==> config.mk <==
export PLATFORM = sky130hd
export DESIGN_NAME = tile_readout
export DESIGN_NICKNAME = d
export VERILOG_FILES = /design/src/hw/pe_arith_pkg.sv /design/src/hw/pe_readout_pkg.sv /design/src/hw/tile_readout.sv
export VERILOG_INCLUDE_DIRS = /design/src /design/src/hw
export SDC_FILE = /design/constraint.sdc
export NUM_CORES = 1
export LEC_CHECK = 0
export BUFFER_PORTS_ARGS = -buffer_cell sky130_fd_sc_hd__buf_2
export CAP_MARGIN = 20
export CORE_AREA = 2 2 352 354
export DETAILED_ROUTE_END_ITERATION = 16
export DIE_AREA = 0 0 354 356
export GPL_TIMING_DRIVEN = 0
export PLACE_DENSITY = 0.3
export SETUP_SLACK_MARGIN = 0.2
export SLEW_MARGIN = 20
export SYNTH_ARGS = -nofsm -noshare
export SYNTH_HDL_FRONTEND = slang
export SYNTH_SLANG_ARGS = --single-unit
==> constraint.sdc <==
create_clock -name clk -period 1.05 [get_ports clk]
set_input_delay 0.21 -clock clk [delete_from_list [all_inputs] [get_ports clk]]
set_output_delay 0.21 -clock clk [all_outputs]
set_load 0.005 [all_outputs]
==> src/hw/pe_array_defines.svh <==
// sizing macros for the dual-MAC array
// operand and accumulator widths, grid size, tile FIFO depth, packing offset
`ifndef PE_ARRAY_DEFINES_SVH
`define PE_ARRAY_DEFINES_SVH

// operand and accumulator widths
`define PE_DATA_W 8
`define PE_ACC_W 22            // data width plus 14 guard bits

// processing element grid
`define PE_ROWS 4
`define PE_COLS 4

// D field sits this far above A in the packed multiplicand
`define PE_PACK_SHIFT 18

// completed tiles held before readout
`define TILE_FIFO_DEPTH 4

`endif

==> src/hw/pe_arith_pkg.sv <==
// arithmetic types: operand, accumulator, operand strobe, element result, result tile
package pe_arith_pkg;

`include "pe_array_defines.svh"

    typedef logic signed [`PE_DATA_W-1:0] operand_t;
    typedef logic signed [`PE_ACC_W-1:0] acc_t;

    // one operand strobe across the whole grid
    typedef struct packed {
        operand_t [`PE_ROWS-1:0] a;    // row operand A, one per PE row
        operand_t [`PE_ROWS-1:0] d;    // row operand D, one per PE row
        operand_t [`PE_COLS-1:0] b;    // shared column operand
        logic                    first;    // restarts the accumulation
        logic                    last;    // closes the tile
    } op_req_t;

    // both accumulations of one element
    typedef struct packed {
        acc_t d_res;    // sum of D*B
        acc_t a_res;    // sum of A*B
    } pe_result_t;

    // indexed [pe row][pe col]
    typedef pe_result_t [`PE_ROWS-1:0][`PE_COLS-1:0] result_tile_t;

endpackage

==> src/hw/pe_readout_pkg.sv <==
// readout types: mode, request and response
package pe_readout_pkg;

`include "pe_array_defines.svh"

    typedef enum logic {
        read_row = 1'b0,
        read_col = 1'b1
    } readout_mode_t;

    typedef struct packed {
        readout_mode_t                     mode;
        logic [$clog2(2 * `PE_ROWS)-1:0] index;    // tile row or column
        logic                              pop;    // drop the head tile after the read
    } rd_req_t;

    typedef struct packed {
        pe_arith_pkg::acc_t [2*`PE_ROWS-1:0] lanes;
        logic                                empty;    // no tile at the FIFO head
    } rd_rsp_t;

endpackage

==> src/hw/tile_readout.sv <==
// row or column readout of the FIFO head tile, one-cycle registered response
`timescale 1ns/1ps
`include "pe_array_defines.svh"

module tile_readout (
    input  logic                       clk,
    input  logic                       reset,
    input  logic                       req_valid,
    input  pe_readout_pkg::rd_req_t    req,
    input  pe_arith_pkg::result_tile_t head,
    input  logic                       empty,
    output logic                       pop,
    output logic                       rsp_valid,
    output pe_readout_pkg::rd_rsp_t    rsp
);
    import pe_arith_pkg::*;
    import pe_readout_pkg::*;

    localparam int LANES     = 2 * `PE_ROWS;
    localparam int ROW_SEL_W = (`PE_ROWS > 1) ? $clog2(`PE_ROWS) : 1;
    localparam int COL_SEL_W = (`PE_COLS > 1) ? $clog2(`PE_COLS) : 1;

    logic [ROW_SEL_W-1:0] pe_row;
    logic [COL_SEL_W-1:0] pe_col;
    acc_t [LANES-1:0]     lanes;

    // even tile rows carry A results, odd rows D results
    function automatic acc_t pick(input pe_result_t p, input logic d_half);
        return d_half ? p.d_res : p.a_res;
    endfunction

    assign pe_row = req.index[ROW_SEL_W:1];    // tile row pair
    assign pe_col = req.index[COL_SEL_W-1:0];
    assign pop    = req_valid && req.pop && !empty;

    always_comb begin
        lanes = '0;    // unused lanes and empty reads stay zero
        if (!empty) begin
            if (req.mode == read_row) begin
                for (int c = 0; c < `PE_COLS; c++) begin
                    lanes[c] = pick(head[pe_row][c], req.index[0]);
                end
            end else begin
                for (int l = 0; l < LANES; l++) begin
                    lanes[l] = pick(head[l / 2][pe_col], (l % 2) == 1);
                end
            end
        end
    end

    always_ff @(posedge clk) begin
        if (req_valid) begin
            rsp.lanes <= lanes;
            rsp.empty <= empty;
        end
    end

    always_ff @(posedge clk or posedge reset) begin
        if (reset) begin
            rsp_valid <= 1'b0;
        end else begin
            rsp_valid <= req_valid;
        end
    end

    col_index_in_range: assert property (@(posedge clk) disable iff (reset)
        req_valid && req.mode == read_col |-> req.index < `PE_COLS);

endmodule

## Word level (Yosys, flattened, before mapping)

Cells that the tools add are included.

- Magnitude comparators: 2
- Mux-type cells: 15
- Bitwise gates (word level): 1
- Reduce and logical (&&, ||, !) cells: 4

Operators with widths:

| operator | number |
|---|---|
| $bmux 176 s2 | 1 |
| $bmux 44 s2 | 4 |
| $mux 176 | 1 |
| $mux 44 | 4 |
| $mux 22 | 4 |
| $mux 88 | 1 |
| $lt 2x3->1 const B | 2 |
| $logic_and 1x1->1 | 2 |
| $reduce_or 2->1 | 1 |
| $logic_not 1->1 | 1 |
| $not 1->1 | 1 |

- Bits in registers: 178
- Bits of input ports: 713
- Output and inout bits: 179
- Logic and storage cells: 32

## Longest topological paths before layout

- Depth after elaboration: 4
- Gate-level depth with buffers: 7
- Mapped depth without buffers: 3

## Least setup slack after synthesis

No wires, ideal clock.

- Path kind: input to register
- Start: input port req[1] in the netlist's numbering
- End: register rsp[100] in the netlist's numbering, data pin
- Setup time: 0.255 ns
- Arrival: 1.278 ns
- Required time: 0.795 ns
- Setup slack: -0.482 ns
- Stages: 5
- Path buffers: 3
- Path through: buf_6 -> buf_6 -> buf_6 -> mux4_2 -> and2_1

- Word-level cells in the longest chain between the ends: 2

RTL lines:

| item | RTL line | text |
|---|---|---|
| start: declaration | tile_readout.sv:9 | `input pe_readout_pkg::rd_req_t req,` |
| $bmux 44 s2 | tile_readout.sv:45 | `lanes[l] = pick(head[l / 2][pe_col], (l % 2) == 1);` |
| $mux 44 | -- |  |
| end: declaration | tile_readout.sv:14 | `output pe_readout_pkg::rd_rsp_t rsp` |

Every way passes these cells. The select of a mux whose other input is x is not followed.
A chain may end at the register's enable or synchronous reset.

## Final worst setup path

- Start: register rsp[83] in the netlist's numbering
- End: output port rsp[83] in the netlist's numbering

No word-level cell between the ends.

==> results.cfg <==
[logic_synthesis]
synth_top_flop_cell = edfxtp_1
yosysWarnings = 0
synth_top_cell_by_area = edfxtp_1
syn_area_per_cell_um2 = 12.9
synth_common_cells = mux2_2, mux4_2, edfxtp_1
synth_top_area_share = 0.317
yosysSeqAreaShare = 0.318
synth.most_common_cell = mux2_2
netlist_area_um2 = 16800
synth_edf_count = 177
synth_nets = 2010
synth-seq-cells = 178
synthTopCellsByArea = edfxtp_1, mux4_2, mux2_2
synthCells = 1297
synth.distinct_cells = 20
async_flop_share = 0.00562

[sta]
hold_viol = 0
postLayoutSetupSlackWorst_ns = -0.423
rsz0062_at_grt = yes
max_slew_margin = 0.562
drv_slew = 0
period_minus_slack_ns = 1.47
fin_crit_sh = 1.40
tightest_slew_ns = 0.658
tns_ns = -82.88
setup_viol = 354
fmax_mhz = 679

[setup_path]
cp-start-kind = flip-flop
crit_buf_inv = 1
critPathMaxFanout = 1
endpoint_kind = output port
worst-endpoint-arrival_ns = 1.26
crit_chain = buf_6
worst-setup-path-type = reg2out
cpPeakStageDelay_ns = 0.52
required_ns = 0.84
path_delay_family = flip-flops
slowest_stage = edfxtp_1

[final_layout]
design_area_um2 = 28400
fillers = 13400
area_growth_pct = 69.3
nNetsFinal = 3041
drive_gt1_frac = 0.824

[outcome]
status = complete, but fails checks
violations = setup timing

[floorplan]
ios = 892
fp.dieArea_um2 = 126000
die_h_um = 356
start_util = 0.137
coreArea_um2 = 123000
rows = 129
die_w_um = 354

[power_and_ir_drop]
p_comb_frac = 0.441
power_frac_clock = 0.252
pwr_density_cell_nw_per_um2 = 1010
peakVddDrop_v = 0.00173
p_total_mw = 28.7
p_sw_frac = 0.387
leakagePower_nw = 11.4
internal_power_mw = 17.6
pwr-share-seq = 0.307
p_switching_mw = 11.1

[cts]
numClockSinks = 178
cts_max_level = 4
cts_tree = built
cts_root_buffer = clkbuf_16
clk_pin_slew_ns = 0.09
clk_path_buf_depth = 2
cts_buffers = 17

[global_route]
antenna_found_initial = 51
grt_overflow = 0
busiest_layer = met2
grt_max_degree = 67
grt_pass1_wl_mm = 227
use_met3 = 0.0751
grtUsageMet2 = 0.465
grtUsageMet1 = 0.347
groute.usage.overall = 0.282
grt_pass1_vias = 20500

[placed_design]
io_buffers = 890
dp_hpwl_mm = 137
gp_congestion = 0.952
dpl-instance-area_um2 = 23800

[route]
drt_pass1_iterations = 7
post-route-drc-count = 0
num_vias = 19700
wl_per_cell_um = 46.0
drtIter0Drc = 2319
wirelength_mm = 184
postRouteAntennaNets = 0
via_per_inst = 4.94

[min_path]
hp-class = in2reg

[flow_run]
cap_violations = 0
[final timing paths]
check | cells after the start | slack [ns] | endpoint | start
max | 1 | -0.42 | rsp[83] | rsp[83]
min | 3 | 0.14 | rsp[3] | req[3]
max in group asynchronous | 4 | 0.38 | rsp_valid | reset
min in group asynchronous | 4 | 0.59 | rsp_valid | reset
[sequential cells by signal, indices dropped and copies added, names as in the netlist]
name,count
rsp,177
rsp_valid,1
[routing by layer]
layer | vias up | part of all wire
li1 | 7509 | -
met1 | 10400 | 0.40
met2 | 1476 | 0.47
met3 | 328 | 0.083
met4 | 22 | 0.044
met5 | - | 0.00069
[power by group through the flow]
stage          Combinational (mW)  Sequential (mW)  Clock (mW)
6_report                     12.7             8.81        7.24
5_1_grt                      12.9             8.86        7.57
4_1_cts                      12.1             8.80        7.50
3_5_place_dp                 10.4             8.94           0
3_3_place_gp                 10.2             9.00           0
2_1_floorplan                4.05             8.97           0
[placed cells by master (no fill, tap or decap), drive strengths merged, types with 4 or more instances in the layout]
cell            n
and2           88
clkbuf         47
buf          1121
o31ai          88
nor2            4
o22ai         173
edfxtp        177
mux2          346
dlygate4sd3     4
clkinv          8
mux4          179
inv             4
nand2          90
diode          15
[area by class of cell]
cell class / count / area (um^2) / area share
multi-input cells: 973 / 11500 / 0.403
well taps: 1637 / 2050 / 0.0721
clock inverters: 14 / 114 / 0.00401
inverters: 1 / 3.75 / 0.000132
plain buffers: 145 / 2250 / 0.0792
flip-flops and latches: 178 / 5340 / 0.188
diodes: 15 / 37.5 / 0.00132
repair buffers: 1012 / 6740 / 0.237
clock buffers: 17 / 425 / 0.0150
[stage by stage]
step	setup WS (ns)	util	std cells	hold slack [ns]
floorplan	-0.455	-	1297	-0.0613
global route	-0.459	0.231	3983	0.123
finish	-0.423	0.232	3992	0.140
detailed placement	-1.79	0.194	3835	0.0488
global placement	-3.77	0.191	3824	0.0470
CTS	-0.481	0.224	3954	0.0778
[worst min-delay path: stages]
cell and delay (ns):
buf_6 0.15, nor2_2 0.11, o31ai_2 0.06
[logic make-up after synthesis]
group,count (synthesis),synth area share
flops,178,0.318
buf+inv,146,0.0499
compound gates,261,0.104
simple gates,187,0.0558
mux,525,0.472
[repair_timing]
item | CTS | global route
setup endpoints to repair | 418 | 362
pin swaps | 48 | 47
gates resized for setup | 467 | 188
setup buffers | 62 | 23
endpoints found under the hold margin | 3 | 0
gates cloned | 22 | 0
hold buffers | 4 | 0
Power figures use the tool's default switching activity.
