===== config.mk =====
export PLATFORM = sky130hd
export DESIGN_NAME = tile_fifo
export DESIGN_NICKNAME = d
export VERILOG_FILES = /design/src/hw/pe_arith_pkg.sv /design/src/hw/tile_fifo.sv
export VERILOG_INCLUDE_DIRS = /design/src /design/src/hw
export SDC_FILE = /design/constraint.sdc
export NUM_CORES = 2
export LEC_CHECK = 0
export BUFFER_PORTS_ARGS = -buffer_cell sky130_fd_sc_hd__buf_2
export CAP_MARGIN = 5
export CORE_AREA = 2 2 548 550
export DETAILED_ROUTE_END_ITERATION = 7
export DIE_AREA = 0 0 550 552
export GPL_TIMING_DRIVEN = 0
export PLACE_DENSITY = 0.56
export SKIP_LAST_GASP = 1
export SLEW_MARGIN = 20
export SYNTH_ARGS = -nofsm -noshare
export SYNTH_HDL_FRONTEND = slang
export SYNTH_SLANG_ARGS = --single-unit

===== constraint.sdc =====
create_clock -name clk -period 21.8 [get_ports clk]
set_input_delay 6.54 -clock clk [delete_from_list [all_inputs] [get_ports clk]]
set_output_delay 6.54 -clock clk [all_outputs]
set_load 0.02 [all_outputs]

===== src/hw/pe_array_defines.svh =====
// sizing macros for the dual-MAC array
// operand and accumulator widths, grid size, tile FIFO depth, packing offset
`ifndef PE_ARRAY_DEFINES_SVH
`define PE_ARRAY_DEFINES_SVH

// operand and accumulator widths
`define PE_DATA_W 8
`define PE_ACC_W 22            // data width plus 14 guard bits

// processing element grid
`define PE_ROWS 4
`define PE_COLS 4

// D field sits this far above A in the packed multiplicand
`define PE_PACK_SHIFT 18

// completed tiles held before readout
`define TILE_FIFO_DEPTH 4

`endif


===== src/hw/pe_arith_pkg.sv =====
// arithmetic types: operand, accumulator, operand strobe, element result, result tile
package pe_arith_pkg;

`include "pe_array_defines.svh"

    typedef logic signed [`PE_DATA_W-1:0] operand_t;
    typedef logic signed [`PE_ACC_W-1:0] acc_t;

    // one operand strobe across the whole grid
    typedef struct packed {
        operand_t [`PE_ROWS-1:0] a;    // row operand A, one per PE row
        operand_t [`PE_ROWS-1:0] d;    // row operand D, one per PE row
        operand_t [`PE_COLS-1:0] b;    // shared column operand
        logic                    first;    // restarts the accumulation
        logic                    last;    // closes the tile
    } op_req_t;

    // both accumulations of one element
    typedef struct packed {
        acc_t d_res;    // sum of D*B
        acc_t a_res;    // sum of A*B
    } pe_result_t;

    // indexed [pe row][pe col]
    typedef pe_result_t [`PE_ROWS-1:0][`PE_COLS-1:0] result_tile_t;

endpackage


===== src/hw/tile_fifo.sv =====
// circular FIFO of completed result tiles
// a push into a full FIFO is dropped and sets a sticky overflow flag
`timescale 1ns/1ps
`include "pe_array_defines.svh"

module tile_fifo (
    input  logic                       clk,
    input  logic                       reset,
    input  logic                       push,
    input  logic                       pop,
    input  pe_arith_pkg::result_tile_t tile,
    output pe_arith_pkg::result_tile_t head,
    output logic                       empty,
    output logic                       overflow
);
    import pe_arith_pkg::*;

    localparam int DEPTH = `TILE_FIFO_DEPTH;
    localparam int PTR_W = (DEPTH > 1) ? $clog2(DEPTH) : 1;
    localparam int CNT_W = $clog2(DEPTH + 1);

    result_tile_t     mem [DEPTH];
    logic [PTR_W-1:0] wr_ptr;
    logic [PTR_W-1:0] rd_ptr;
    logic [CNT_W-1:0] count;
    logic             full;
    logic             do_push;
    logic             do_pop;

    function automatic logic [PTR_W-1:0] next_ptr(input logic [PTR_W-1:0] p);
        return (p == PTR_W'(DEPTH - 1)) ? '0 : p + 1'b1;
    endfunction

    assign full    = (count == CNT_W'(DEPTH));
    assign empty   = (count == '0);
    assign do_push = push && !full;    // no room, tile is lost
    assign do_pop  = pop && !empty;
    assign head    = mem[rd_ptr];

    always_ff @(posedge clk) begin
        if (do_push) begin
            mem[wr_ptr] <= tile;
        end
    end

    always_ff @(posedge clk or posedge reset) begin
        if (reset) begin
            wr_ptr   <= '0;
            rd_ptr   <= '0;
            count    <= '0;
            overflow <= 1'b0;
        end else begin
            if (do_push) wr_ptr <= next_ptr(wr_ptr);
            if (do_pop) rd_ptr <= next_ptr(rd_ptr);
            case ({do_push, do_pop})
                2'b10:   count <= count + 1'b1;
                2'b01:   count <= count - 1'b1;
                default: count <= count;    // both or neither
            endcase
            if (push && full) overflow <= 1'b1;    // sticky until reset
        end
    end

    count_in_range: assert property (@(posedge clk) disable iff (reset)
        count <= CNT_W'(DEPTH));

endmodule


[Yosys cells after proc, flatten, opt, wreduce, memory -nomap -nowiden]
Memory sizes are Yosys's and may differ from the RTL's.
Cells that the tools add are included.
Cells by class
  add/sub/neg operators: 4
  equal/unequal tests: 5
  mux-type cells: 5
  reduce and logical (&&, ||, !) cells: 7
Operators by type and width (count)
  equality test 2 bit, second input constant: 3
  one-hot mux 3 bit (2 select lines): 1
  adder 2 x 1 -> 2 bit, second input constant: 2
  two-way mux 2 bit: 2
  adder 3 x 1 -> 3 bit, second input constant: 1
  equality test 3 bit, second input constant: 1
  logical AND 1 bit: 3
  logical NOT 3 bit: 1
  subtractor 3 x 1 -> 3 bit, second input constant: 1
  equality test 2 x 1 -> 1 bit, second input constant: 1
  logical NOT 1 bit: 2
  two-way mux 1 bit: 2
  nonzero test 2 bit: 1
Storage, ports and cells
  bits in registers: 8
  memory bits (writable): 2816
  output and inout port bits: 706
  memories: 1
Memory list
  mem: depth 4, bits a word 704, read ports 1, clocked after memory_dff 0, wr ports 1, line tile_fifo.sv:22  | result_tile_t mem [DEPTH];

[Longest topological paths before layout]
  word-level depth: 5
  gate-level depth with buffers: 9

[Worst setup path after synthesis]
OpenSTA, ideal clock, no wires.
  kind: input to register
  start point: input push
  end point: memory mem[1][0] in the netlist's numbering, enable pin
  library setup time: 1.164 ns
  arrival time: 22.759 ns
  required time: 20.636 ns
  slack: -2.123 ns
  cell stages on the path: 2
  buffers on the path: 0
  cell sequence: a21boi_1 and2_1
Between the ends
  longest elaborated chain between the ends: 3
Ends and longest elaborated chain
  from (decl): line tile_fifo.sv:9  | input logic push,
  logical AND 1 bit: line tile_fifo.sv:36  | assign do_push = push && !full;
  two-way mux 1 bit: line tile_fifo.sv:41  | if (do_push) begin
  two-way mux 1 bit (implied by the code): line tile_fifo.sv:42  | mem[wr_ptr] <= tile;
  to (decl): line tile_fifo.sv:22
Every way passes these cells.

==> flow_summary.yaml <==
run_status:
  run_status: "complete, no violations"
synth:
  synth_edf_count: 2816
  syn_inst: 3720
  synthTopCellsByArea: "edfxtp_1 (83%), mux4_2 (16%), buf_6 (0.43%), buf_2 (0.36%), dfrtp_1 (0.20%)"
  avgSynthCellArea_um2: 27.4
  syn_area_um2: 102000
  synth_common_cells: "edfxtp_1 (2816), mux4_2 (704), buf_2 (73)"
  synthFlopType: "edfxtp_1"
  synth_most_common_cell: "edfxtp_1"
  yosys.area.top_type_share_pct: 83.0
  syn_nets: 4435
  yosysWarnings: 0
  synth_cell_types: 21
  yosysSeqAreaShare_pct: 83.1
  synth_top_area_cell: "edfxtp_1"
  synth_seq_cells: 2824
  synthArstFlopShare_pct: 0.283
sta:
  finalCriticalPeriod_ns: 10.71
  clock_skew_ns: 0.0348
  worstMarginPinSlew_ns: 1.02
  hold_viol: 0
  grt_setup_unrepaired: "no"
  timing.final.max_slew_violations: 0
  slew_headroom_pct: 31.9
  finalSetupViolCount: 0
  fmaxAchievable_mhz: 93.4
  period_share_pct: 49.1
placement:
  dp.final_hpwl_mm: 206
  dpl.cell_count: 9167
  finalWeightedCongestion: 0.800
  postPlaceCellArea_um2: 116000
  io_buffers: 1413
run:
  maxCapViolations: 0
global_routing:
  grt_max_degree: 44
  grt_pass1_wl_mm: 391
  antenna_found_initial: 223
  grt_overflow_total: 0
  grt_use_total_pct: 18.3
  first_global_vias: 50013
setup_path:
  start_kind: "flop"
  slowest_delay_ns: 0.82
  crit_chain: "buf_2 -> clkbuf_1 -> buf_2 -> mux4_2 -> buf_2"
  critical_path_peak_fanout: 13
  crit_arrival_ns: 4.17
  crit_top_cell: "buf_2"
  cp_slowest_cell: "clkbuf_1"
  cp.required_ns: 15.26
  path_class: "reg2out"
  cp_top_family: "buffers and inverters"
  path_buf_inv: 4
  critPathCaptureType: "primary output"
finish:
  fin_area_um2: 126000
  area_delta_synth_final_pct: 23.4
  finalNonFillerCells: 9803
  final_nets: 6229
  drive_gt1_share_pct: 47.7
route:
  met1_length_mm: 103
  routed.top_layer: "met5"
  route.met2.wl_mm: 138
  ant_nets: 0
  via_per_inst: 4.95
  drc: 0
  wl_per_cell_um: 29.1
  drt-total-wl_mm: 285
  num_vias: 48509
  dr.first_iter.drc_count: 4422
  met3WireLength_mm: 34.2
  dr.pass1.iters: 7
clock_network:
  clk_path_buf_depth: 4
  cts_hold_buf: 0
  cts_sinks: 2824
  insertion_delay_ns: 0.89
  numCtsBuffers: 303
  cts_resized: 0
  clock-root-buffer: "clkbuf_16"
  cts.clk_slew.worst_paths_ns: 0.06
  htreeDepth: 5
  cts_setup_buffers: 0
  cts_tree: "built"
floorplanning:
  dieWidth_um: 550
  coreArea_um2: 298000
  die_h_um: 552
  rows: 201
  start_util_pct: 34.2
  io_pins: 1414
  die_area_um2: 304000
pwr:
  power.leakage_nw: 42.1
  ir_drop_uv: 85.8
  p_per_area_nw_per_um2: 149
min_path:
  hp-class: "reg2reg"
[area by class of cell]
| cell class | instances | area, um^2 |
|---|---|---|
| Timing Repair Buffer | 1489 | 9050 |
| Fill cell | 25944 | 173000 |
| Antenna cell | 94 | 235 |
| Multi-Input combinational cell | 731 | 16100 |
| Clock inverter | 178 | 1710 |
| Tap cell | 3958 | 4950 |
| Inverter | 8 | 30.0 |
| Clock buffer | 364 | 7850 |
| Sequential cell | 2824 | 84800 |
| Buffer | 157 | 1050 |
[placed cells by master, fill, tap and decap left out, types with 6 or more instances in the layout]
cell	count
edfxtp_1	2816
buf_2	1486
mux4_2	704
clkbuf_16	305
diode_2	94
clkbuf_1	74
clkinv_1	72
buf_16	61
clkinv_2	41
buf_6	39
buf_4	20
bufinv_16	16
buf_12	15
clkinvlp_4	12
clkinv_16	11
buf_1	9
inv_1	8
inv_16	8
clkinv_4	8
dfrtp_1	8
ha_1	6
inv_6	6
[flip-flops by register name (all words and copies together) (netlist names)]
register,flops
count,3
rd_ptr,2
wr_ptr,2
mem,2816
overflow,1
[per-stage QoR]
step / hold slack [ns] / power, mW / setup slack, ns / utilization [%] / TNS (ns)
finish: 0.475 / 18.8 / 11.09 / 42.2 / 0
global route: 0.505 / 19.5 / 10.82 / 42.1 / 0
CTS: 0.485 / 19.1 / 10.69 / 42.1 / 0
detailed placement: 0.472 / 14.1 / 11.64 / 38.9 / 0
global placement: 0.457 / 15.2 / -17.50 / 38.2 / -
floorplan: 0.484 / 11.9 / -2.12 / - / -2987.63
[power breakdown]
| part | total [mW] | internal (mW) | switching [mW] |
|---|---|---|---|
| Clock | 4.94 | 2.79 | 2.15 |
| Combinational | 6.51 | 2.34 | 4.17 |
| Sequential | 7.33 | 7.14 | 0.188 |
[layer usage]
layer	up-vias	track usage (%)
li1	20115	-
met1	25531	21.4
met2	2077	30.0
met3	650	8.46
met4	136	5.34
met5	-	0
[cell families (layout without fill, tap and decap cells)]
| logic type | Yosys count | after routing | share of synthesized area [%] |
|---|---|---|---|
| DFF | 2824 | 2824 | 83.1 |
| buffers and inverters | 165 | 2196 | 1.06 |
| muxes | 709 | 709 | 15.6 |
| other | 0 | 94 | 0 |
| and+or+nand+nor | 10 | 10 | 0.0503 |
| xor gates and xnor gates | 3 | 3 | 0.0258 |
| adders and majority gates | 7 | 7 | 0.0933 |
| AOI/OAI and AO/OA | 2 | 2 | 0.0160 |
[final timing paths]
path / startpoint / end / slack (ns) / cells after the start
worst max-delay path: rd_ptr[1]$_DFFE_PP0P_ / head[525] / 11.09 / 5
worst min-delay path: overflow$_DFFE_PP0P_ / overflow$_DFFE_PP0P_ / 0.48 / 1
worst max register to register: count[0]$_DFFE_PP0P_ / mem[1][617]$_DFFE_PP_ / 18.09 / 9
worst min register to register: overflow$_DFFE_PP0P_ / overflow$_DFFE_PP0P_ / 0.48 / 1
max in group asynchronous: reset / wr_ptr[0]$_DFFE_PP0P_ / 15.90 / 2
min in group asynchronous: reset / rd_ptr[1]$_DFFE_PP0P_ / 5.62 / 2
No activity file was read; power rests on OpenSTA's default activity.
