**src/hw/pe_array_defines.svh**
```systemverilog
// sizing macros for the dual-MAC array
// operand and accumulator widths, grid size, tile FIFO depth, packing offset
`ifndef PE_ARRAY_DEFINES_SVH
`define PE_ARRAY_DEFINES_SVH

// operand and accumulator widths
`define PE_DATA_W 8
`define PE_ACC_W 22            // data width plus 14 guard bits

// processing element grid
`define PE_ROWS 4
`define PE_COLS 4

// D field sits this far above A in the packed multiplicand
`define PE_PACK_SHIFT 18

// completed tiles held before readout
`define TILE_FIFO_DEPTH 4

`endif

```
**src/hw/pe_arith_pkg.sv**
```systemverilog
// arithmetic types: operand, accumulator, operand strobe, element result, result tile
package pe_arith_pkg;

`include "pe_array_defines.svh"

    typedef logic signed [`PE_DATA_W-1:0] operand_t;
    typedef logic signed [`PE_ACC_W-1:0] acc_t;

    // one operand strobe across the whole grid
    typedef struct packed {
        operand_t [`PE_ROWS-1:0] a;    // row operand A, one per PE row
        operand_t [`PE_ROWS-1:0] d;    // row operand D, one per PE row
        operand_t [`PE_COLS-1:0] b;    // shared column operand
        logic                    first;    // restarts the accumulation
        logic                    last;    // closes the tile
    } op_req_t;

    // both accumulations of one element
    typedef struct packed {
        acc_t d_res;    // sum of D*B
        acc_t a_res;    // sum of A*B
    } pe_result_t;

    // indexed [pe row][pe col]
    typedef pe_result_t [`PE_ROWS-1:0][`PE_COLS-1:0] result_tile_t;

endpackage

```
**src/hw/pe_dual_mac.sv**
```systemverilog
// processing element with two signed MACs sharing operand B
// both products come from one packed unsigned multiply
`timescale 1ns/1ps
`include "pe_array_defines.svh"

module pe_dual_mac (
    input  logic                       clk,
    input  logic                       reset,
    input  logic                       valid,
    input  logic                       first,
    input  logic                       last,
    input  pe_arith_pkg::operand_t     a,
    input  pe_arith_pkg::operand_t     d,
    input  pe_arith_pkg::operand_t     b,
    output logic                       done,
    output pe_arith_pkg::pe_result_t   result
);
    import pe_arith_pkg::*;

    localparam int MAG_W      = `PE_DATA_W;
    localparam int FIELD_W    = `PE_PACK_SHIFT;
    localparam int PACK_W     = `PE_PACK_SHIFT + `PE_DATA_W;
    localparam int PROD_W     = PACK_W + MAG_W;
    localparam int MAG_PROD_W = 2 * MAG_W - 1;    // 128*128 fits here

    // stage 1, sign and magnitude
    logic [MAG_W-1:0]  mag_a_s1;
    logic [MAG_W-1:0]  mag_d_s1;
    logic [MAG_W-1:0]  mag_b_s1;
    logic              neg_a_s1;
    logic              neg_d_s1;
    logic              valid_s1;
    logic              first_s1;
    logic              last_s1;
    // stage 2, packed product
    logic [PACK_W-1:0] packed_mag;
    logic [PROD_W-1:0] prod_s2;
    logic              neg_a_s2;
    logic              neg_d_s2;
    logic              valid_s2;
    logic              first_s2;
    logic              last_s2;
    // stage 3, sign correction and accumulation
    acc_t              field_a;
    acc_t              field_d;
    acc_t              term_a;
    acc_t              term_d;
    acc_t              acc_a;
    acc_t              acc_d;

    function automatic logic [MAG_W-1:0] magnitude(input operand_t x);
        return x[MAG_W-1] ? ~x + 1'b1 : x;    // -128 maps to 128
    endfunction

    always_ff @(posedge clk) begin
        mag_a_s1 <= magnitude(a);
        mag_d_s1 <= magnitude(d);
        mag_b_s1 <= magnitude(b);
        neg_a_s1 <= a[MAG_W-1] ^ b[MAG_W-1];
        neg_d_s1 <= d[MAG_W-1] ^ b[MAG_W-1];
        first_s1 <= first;
        last_s1  <= last;
    end

    // D magnitude above A with a zero gap, so the two products stay apart
    assign packed_mag = {mag_d_s1, {(FIELD_W - MAG_W){1'b0}}, mag_a_s1};

    always_ff @(posedge clk) begin
        prod_s2  <= packed_mag * mag_b_s1;
        neg_a_s2 <= neg_a_s1;
        neg_d_s2 <= neg_d_s1;
        first_s2 <= first_s1;
        last_s2  <= last_s1;
    end

    assign field_a = acc_t'(prod_s2[FIELD_W-1:0]);    // zero extended
    assign field_d = acc_t'(prod_s2[PROD_W-1:FIELD_W]);
    assign term_a  = neg_a_s2 ? -field_a : field_a;
    assign term_d  = neg_d_s2 ? -field_d : field_d;

    always_ff @(posedge clk) begin
        if (valid_s2) begin
            acc_a <= first_s2 ? term_a : acc_a + term_a;    // wraps mod 2^22
            acc_d <= first_s2 ? term_d : acc_d + term_d;
        end
    end

    always_ff @(posedge clk or posedge reset) begin
        if (reset) begin
            valid_s1 <= 1'b0;
            valid_s2 <= 1'b0;
            done     <= 1'b0;
        end else begin
            valid_s1 <= valid;
            valid_s2 <= valid_s1;
            done     <= valid_s2 && last_s2;    // 3 cycles after the last strobe
        end
    end

    assign result = '{d_res: acc_d, a_res: acc_a};

    // the A product never reaches into the gap below the D field
    low_field_clear: assert property (@(posedge clk) disable iff (reset)
        valid_s2 |-> prod_s2[FIELD_W-1:MAG_PROD_W] == '0);

endmodule

```
**config.mk**
```make
export PLATFORM = sky130hd
export DESIGN_NAME = pe_dual_mac
export DESIGN_NICKNAME = d
export VERILOG_FILES = /design/src/hw/pe_arith_pkg.sv /design/src/hw/pe_dual_mac.sv
export VERILOG_INCLUDE_DIRS = /design/src /design/src/hw
export SDC_FILE = /design/constraint.sdc
export NUM_CORES = 1
export LEC_CHECK = 0
export BUFFER_PORTS_ARGS = -buffer_cell sky130_fd_sc_hd__buf_2
export CORE_MARGIN = 2
export CORE_UTILIZATION = 35
export DETAILED_ROUTE_END_ITERATION = 6
export HOLD_SLACK_MARGIN = 0.06
export PLACE_DENSITY_LB_ADDON = 0.25
export SYNTH_ARGS = -nofsm -noshare
export SYNTH_HDL_FRONTEND = slang
export SYNTH_SLANG_ARGS = --single-unit
export TNS_END_PERCENT = 50
```
**constraint.sdc**
```tcl
create_clock -name clk -period 5.7 [get_ports clk]
set_input_delay 0.285 -clock clk [delete_from_list [all_inputs] [get_ports clk]]
set_output_delay 0.285 -clock clk [all_outputs]
set_load 0.02 [all_outputs]
```
[Word-level counts from Yosys, hierarchy flattened]
Cells that the tools add are included.
Word-level totals
  flip-flop bits (word level): 113
  input port bits: 29
  output and inout port bits: 45
  logic and storage cells: 41
Cells by class
  $add $sub $neg: 7
  multipliers: 1
  muxes and demuxes: 7
  bitwise logic cells: 5
  reduce and logical (&&, ||, !) cells: 1
Operators with widths (count)
  $mux 22: 4
  $add 22x22->22: 2
  $mul 26x8->34: 1
  $add 8x1->8 const B: 3
  $not 8->8: 3
  $neg 16->22: 1
  $neg 18->22: 1
  $mux 7: 3
  $xor 1x1->1: 2
  $logic_and 1x1->1: 1

[Depth between registers and ports, before layout]
Gate-level depths: netlist of run 1.
  word-level depth: 4
  gate-level depth with buffers: 17
  mapped depth without buffers: 16

[Least setup slack after synthesis of run 1]
Ideal clock, no wire load.
  path type: register -> register
  start point: register mag_b_s1[7]
  end point: register prod_s2[16]
  setup time: 0.072 ns
  arrival: 4.281 ns
  data required time: 5.628 ns
  path slack: 1.347 ns
  cell stages (with the launch flop): 16
  buffers on the path: 1
  period minus slack after synthesis: 4.353 ns
  path through: dfxtp_1 clkbuf_1 nand2_1 fa_1 fa_1 inv_1 fa_1 inv_1 fa_1 inv_1 ha_1 o21a_1 a2111oi_2 o31ai_1 a21oi_1 xnor2_1
Between the ends
  longest elaborated chain between the ends: 1
Ends and longest elaborated chain
  from (decl): RTL line pe_dual_mac.sv:29  | logic [MAG_W-1:0] mag_b_s1;
  from (signal assigned): RTL line pe_dual_mac.sv:58  | mag_b_s1 <= magnitude(b);
  $mul 26x8->34: RTL line pe_dual_mac.sv:69  | prod_s2 <= packed_mag * mag_b_s1;
  to (signal assigned): RTL line pe_dual_mac.sv:69
  to (decl): RTL line pe_dual_mac.sv:37  | logic [PROD_W-1:0] prod_s2;
No other way between the ends.
A chain may end at the register's enable or synchronous reset.

[Worst setup path in the final report of run 1]
  start point: register mag_b_s1[7]
  end point: register prod_s2[14]
The elaborated chain is that of the path after synthesis.

==> impl_metrics.tcl, run 1 <==
set metrics [dict create \
    cts_tree "built" \
    fmax_ghz 0.2146 \
    grt_usage_pct 15.02 \
    setup_violations 0 \
    synth_edf_count 44 \
    synth_area_um2 10620 \
    grt_max_degree 46 \
    vias 8170 \
    hold_violations 0 \
    synth-seq-cells 113 \
    drc 0 \
    finalCritPeriodShare_pct 81.74 \
    relSlewSlack_pct 29.73 \
    synth_area_leaders "ha_1 14%, fa_1 14%, dfxtp_1 12%" \
    io_buffers 73 \
    die_area_um2 31740 \
    path_clk_slew_ps 50 \
    ys_seq_area_share_pct 25.60 \
    die_w_um 178.2 \
    cp_max_fo 16 \
    place_congestion 0.8384 \
    wl_per_cell_um 13.68 \
    core_um2 29720 \
    hold_path.class "input pin to register" \
    clk_latency_ps 430 \
    area_growth_pct 14.21 \
    seq_area_um2 2719 \
    drtPass1Iterations 5 \
    crit_chain "nand2_1, fa_1, fa_1, inv_1, fa_1, inv_1, fa_1, inv_1, ha_1, nor2_1, o21ai_0, a2111oi_2, o31ai_1, a21oi_1, xnor2_1" \
    endpoint_kind "register" \
    drt-initial-drc-count 362 \
    drv_cap 0 \
    period_needed_ps 4659 \
    root_buffer "clkbuf_16" \
    drv_slew 0 \
    run_status "finished clean" \
    fillCellCount 2978 \
    worst_pin_slew_ps 1054 \
    fin_nets 1477 \
    rsz0062_at_grt "false" \
    synth_area_per_cell_um2 9.074 \
    start_util_pct 35.72 \
    worstPathArrival_ps 5000 \
    multi_input_area_um2 7327 \
    yosys.cell_types.count 61 \
    synth_top_area_share_pct 14.50 \
    rows 63 \
    start_kind "register" \
    powerDensity_nw_per_um2 532.5 \
    critPathSlowestCell "dfxtp_1" \
    path_common_cell "fa_1" \
    diodes 0 \
    crit_family "adder cells" \
    crit_type "register to register" \
    vias_per_cell 4.940 \
    grt_pass1_vias 8029 \
    path_buf_inv 3 \
    die_y_um 178.2 \
    yosysWarnings 0 \
    fin_skew_ps 15.90 \
    grt_pass1_wl_um 38290 \
    cts_setup_buffers 0 \
    drive_above_1_share_pct 9.573 \
    dpl.hpwl_um 17770 \
    antenna_found_initial 0 \
    wirelength_um 22630 \
    syn-num-nets 1396 \
    ant_nets 0 \
    syn_inst 1170 \
    clock_path_buffers 2 \
    cts_sinks 113 \
    setup_tns_ps 0 \
    async_flop_share_pct 2.655 \
    yosysTopAreaCell "ha_1" \
    fin_util_pct 40.80 \
    htree_levels 4 \
    max_stage_delay_ps 640 \
    power.static_leakage_nw 5.580 \
    synth_ff_type "dfxtp_1" \
    required_ps 6040 \
    io_pins 74 \
    worst_hold_slack_ps 79.91 \
    numCtsBuffers 17 \
    grt.overflow.total 0 \
    ir_worst_vdd_mv 0.2269 \
]
final timing paths:
check | startpoint | endpoint | slack (ps) | depth (start not counted)
worst max-delay path | mag_b_s1[7] | prod_s2[14] | 1040 | 15
worst min-delay path | d[2] | mag_d_s1[2] | 80 | 2
worst max register to register | mag_b_s1[7] | prod_s2[14] | 1040 | 15
worst min register to register | first_s1 | first_s2 | 320 | 0
max in group asynchronous | reset | valid_s2 | 5270 | 3
min in group asynchronous | reset | valid_s1 | 290 | 3
cell families after synthesis:
logic type / count (synthesis) / share of synthesized area (%)
and+or+nand+nor: 351 / 16.79
AOI/OAI and AO/OA: 249 / 14.80
adders and majority gates: 197 / 28.45
buffers and inverters: 152 / 5.386
DFF: 113 / 25.60
xor gates and xnor gates: 105 / 8.662
muxes: 3 / 0.3064
where the power goes:
group / switching [mW] / internal (mW) / total (mW)
logic: 2.23 / 1.69 / 3.93
registers: 0.246 / 1.17 / 1.42
clock network: 0.387 / 0.725 / 1.11
total: 2.87 / 3.59 / 6.46
repair_timing:
action,in CTS,in global routing
gates resized for setup,0,0
hold endpoints to repair,17,0
setup endpoints to repair,0,0
hold buffers,14,0
metrics by stage:
stage / std cells / setup slack [ps] / total power [mW] / area (um2)
after detailed placement: 1608 / 1076 / 5.346 / 11380
after floorplan: 1170 / 1347 / 4.510 / 10620
final: 1654 / 1041 / 6.457 / 12130
after CTS: 1654 / 1032 / 6.516 / 12130
after global routing: 1654 / 668.8 / 7.116 / 12130
after global placement: 1608 / 1193 / 5.316 / 11380
layout by cell type, fill, tap and decap left out, types with 17 or more instances in the layout:
master / Yosys / final
o21ai_0: 65 / 65
buf_2: 1 / 73
xnor2_1: 83 / 83
nand2_1: 116 / 116
and2_1: 100 / 100
nor2_1: 51 / 51
fa_1: 74 / 74
a21oi_1: 74 / 74
edfxtp_1: 44 / 44
dfxtp_1: 66 / 66
clkbuf_16: 0 / 17
inv_1: 125 / 125
nand3_1: 17 / 17
a21o_1: 23 / 23
xor2_1: 22 / 22
ha_1: 123 / 123
synthesized netlist by cell type (8+ instances only):
cell type / number
xnor2_1: 83
inv_1: 125
dfxtp_1: 66
nand2_1: 116
clkbuf_1: 26
fa_1: 74
nand3_1: 17
a21o_1: 23
o31ai_1: 15
nand2b_1: 10
and2_1: 100
edfxtp_1: 44
xor2_1: 22
o21ai_0: 65
a21oi_1: 74
o21bai_1: 8
o21a_1: 10
ha_1: 123
nor2_1: 51
nor3_1: 12
layout make-up:
class	instances	share of cell area, %
clock buffers	20	3.601
multi-input cells	905	60.43
well taps	390	4.024
flip-flops and latches	113	22.42
clock inverters	12	1.362
inverters	125	3.870
repair buffers	89	4.293
flip-flops by register name (all words and copies together) (netlist names):
name	count
valid_s1	1
prod_s2	34
mag_b_s1	8
done	1
first_s1	1
mag_a_s1	8
valid_s2	1
neg_a_s1	1
last_s2	1
first_s2	1
acc_d	22
neg_d_s1	1
last_s1	1
acc_a	22
neg_d_s2	1
mag_d_s1	8
neg_a_s2	1
metal layers:
layer / share of wire (%) / vias to the layer above / global-route usage (%) / wire length (um)
li1: - / 4152 / - / -
met1: 51 / 3856 / 20.87 / 11490
met2: 44 / 139 / 23.82 / 10030
met3: 3.6 / 23 / 2.792 / 814
met4: 1.4 / 0 / 4.235 / 308
met5: 0 / - / 0 / 0
Power figures use the tool's default switching activity.
==> run 2: changes to the inputs <==
--- a/config.mk
+++ b/config.mk
@@ -6,6 +6,7 @@
 export SDC_FILE = /design/constraint.sdc
 export NUM_CORES = 1
 export LEC_CHECK = 0
+export ABC_AREA = 1
 export BUFFER_PORTS_ARGS = -buffer_cell sky130_fd_sc_hd__buf_2
 export CORE_MARGIN = 2
 export CORE_UTILIZATION = 35
==> constraint.sdc (replaced) <==
create_clock -name clk -period 4.15 [get_ports clk]
set_input_delay 0.2075 -clock clk [delete_from_list [all_inputs] [get_ports clk]]
set_output_delay 0.2075 -clock clk [all_outputs]
set_load 0.02 [all_outputs]
==> run 2 against run 1 <==
Critical path depth did not move. Via count rose by 23%. Power rose by 49%. Clock skew fell by 3.1 ps. Setup slack got worse by 830 ps.
==> impl_metrics.tcl, run 2 <==
set metrics [dict create \
    run_status "finished clean" \
    ant_nets 0 \
    die_y_um 186.9 \
    grt_pass1_vias 9798 \
    p_switching_mw 4.741 \
    ir_worst_vdd_mv 0.3011 \
    biggestRegsByFlops "prod_s2: 34 flops, acc_a: 22 flops, acc_d: 22 flops" \
    synth_ff_type "dfxtp_1" \
    power.static_leakage_nw 7.655 \
    yosys.cell_types.count 42 \
    syn_inst 1645 \
    cts_tree "built" \
    dpl.hpwl_um 21700 \
    crit_type "register to register" \
    fmax_ghz 0.2539 \
    synth_top_cells_by_count "477 x nand2_1, 337 x inv_1, 123 x ha_1" \
    min_to "neg_a_s1" \
    hold_path.class "input pin to register" \
    grt.overflow.total 0 \
    fin_nets 1972 \
    switching_share_pct 49.20 \
    path_clk_slew_ps 60 \
    vias 10034 \
    synth.most_common_cell "nand2_1" \
    required_ps 4460 \
    powerDensity_nw_per_um2 705.7 \
    numCtsBuffers 17 \
    final_cell_mix "476 x nand2_1, 337 x inv_1, 118 x ha_1" \
    worst_slack_ps 211.7 \
    setup_violations 0 \
    drv_cap 0 \
    final_common_cell "nand2_1" \
    p_seq_share_pct 19.3 \
    clock_path_buffers 2 \
    synth_area_leaders "nand2_1 15%, ha_1 13%, fa_1 13%" \
    die_area_um2 34930 \
    dp_slack_ps -44.98 \
    drc 0 \
    largest_reg_flops 34 \
    area_growth_pct 16.63 \
    rrSetupSlack_ps 210 \
    ys_seq_area_share_pct 23.21 \
    worstPathArrival_ps 4250 \
    wl_per_cell_um 12.44 \
    pwr-share-clk_pct 15.6 \
    worst_pin_slew_ps 1101 \
    endpoint_kind "register" \
    worst_hold_slack_ps 85.36 \
    grt_usage_pct 15.95 \
    wirelength_um 27380 \
    syn-num-nets 1871 \
    diodes 0 \
    cts_sinks 113 \
    root_buffer "clkbuf_16" \
    r2r_start "mag_b_s1[7]" \
    io_buffers 73 \
    power.internal_mw 4.894 \
    vias_per_cell 4.559 \
    drv_slew 0 \
    yosysTopAreaCell "nand2_1" \
    start_util_pct 35.80 \
    hp-start "b[7]" \
    reg2regPathDepth 15 \
    finalCritPeriodShare_pct 94.90 \
    regMostFlops "prod_s2" \
    core_um2 32700 \
    async_flop_share_pct 2.655 \
    drive_above_1_share_pct 11.20 \
    whs_path_depth 2 \
    clk_latency_ps 430 \
    hold_violations 0 \
    synth_area_um2 11710 \
    synth_area_per_cell_um2 7.117 \
    grt_max_degree 51 \
    relSlewSlack_pct 26.59 \
    drtPass1Iterations 5 \
    place_congestion 0.9026 \
    io_pins 74 \
    synth-seq-cells 113 \
    rows 66 \
    antenna_found_initial 0 \
    yosysWarnings 0 \
    fin_skew_ps 12.79 \
    htree_levels 4 \
    cp_max_fo 7 \
    pwr-share-comb_pct 65.1 \
    r2r-end "prod_s2[16]" \
    start_kind "register" \
    grt_pass1_wl_um 45970 \
    synth_top_area_share_pct 15.29 \
    drt-initial-drc-count 522 \
    period_needed_ps 3938 \
    die_w_um 186.9 \
    synth_edf_count 44 \
    rsz0062_at_grt "false" \
]
[run 2: worst max path at each step]
stage,startpoint,to,slack [ps]
after floorplan,mag_b_s1[5],prod_s2[13],7
after global placement,mag_b_s1[4],prod_s2[14],40
after detailed placement,mag_b_s1[3],prod_s2[13],-40
after CTS,mag_b_s1[7],prod_s2[16],20
after global routing,mag_b_s1[7],prod_s2[16],3
final,mag_b_s1[7],prod_s2[16],210
[run 2: through the flow]
step / power, mW / utilization [%] / cell area [um2] / instances / TNS [ps]
detailed placement: 7.819 / 38.66 / 12640 / 2139 / -136.1
global placement: 7.778 / 38.66 / 12640 / 2139 / 0
CTS: 9.398 / 41.33 / 13520 / 2199 / 0
finish: 9.635 / 41.75 / 13650 / 2201 / 0
global route: 10.62 / 41.75 / 13650 / 2201 / 0
floorplan: 6.469 / - / 11710 / 1645 / 0
[run 2: final cells by class]
| class | count | area (um2) |
|---|---|---|
| inverters | 345 | 1295 |
| repair buffers | 127 | 857.1 |
| flip-flops and latches | 113 | 2745 |
| clock inverters | 4 | 47.55 |
| clock buffers | 28 | 538.0 |
| well taps | 442 | 553.0 |
| multi-input cells | 1142 | 7619 |
| fillers | 3395 | 19050 |
[run 2: critical path, stage by stage, from the launching register on]
cell,delay (ps)
dfxtp_4,380
nand2_1,90
fa_1,510
fa_1,550
inv_1,50
fa_1,520
inv_1,50
fa_1,530
inv_1,40
ha_1,360
nand2_1,110
o21ai_1,190
nand2_1,70
nand3_1,130
a21oi_2,80
xor2_1,160
[run 2: power groups by stage]
stage	clock (mW)	combinational, mW	sequential (mW)
after floorplan	0	4.51	1.96
after global routing	1.57	7.14	1.91
after global placement	0	5.90	1.88
after detailed placement	0	5.93	1.88
final	1.50	6.27	1.86
after CTS	1.53	6.00	1.86
[run 2: per-layer routing]
metal	track usage [%]	wire length [um]	vias to the layer above
met5	0	0	-
met2	25.69	12070	184
met3	2.345	864	28
li1	-	-	5272
met4	4.670	382	0
met1	22.17	14060	4550
[run 2: repair_timing]
item | in CTS | in global routing
gates resized for setup | 3 | 35
setup buffers | 0 | 2
pin swaps | 0 | 7
hold buffers | 28 | 0
hold endpoints to repair | 30 | 0
setup endpoints to repair | 8 | 14
[run 2: cells by family (layout without fill, tap and decap cells)]
kind of cell               after synthesis  count (layout)  share of synthesized area [%]
DFF                                    113             113                          23.21
xor gates and xnor gates                76              76                          5.686
AOI/OAI and AO/OA                      165             165                          7.802
buffers and inverters                  390             504                          12.59
adders and majority gates              197             197                          25.80
and+or+nand+nor                        704             704                          24.91
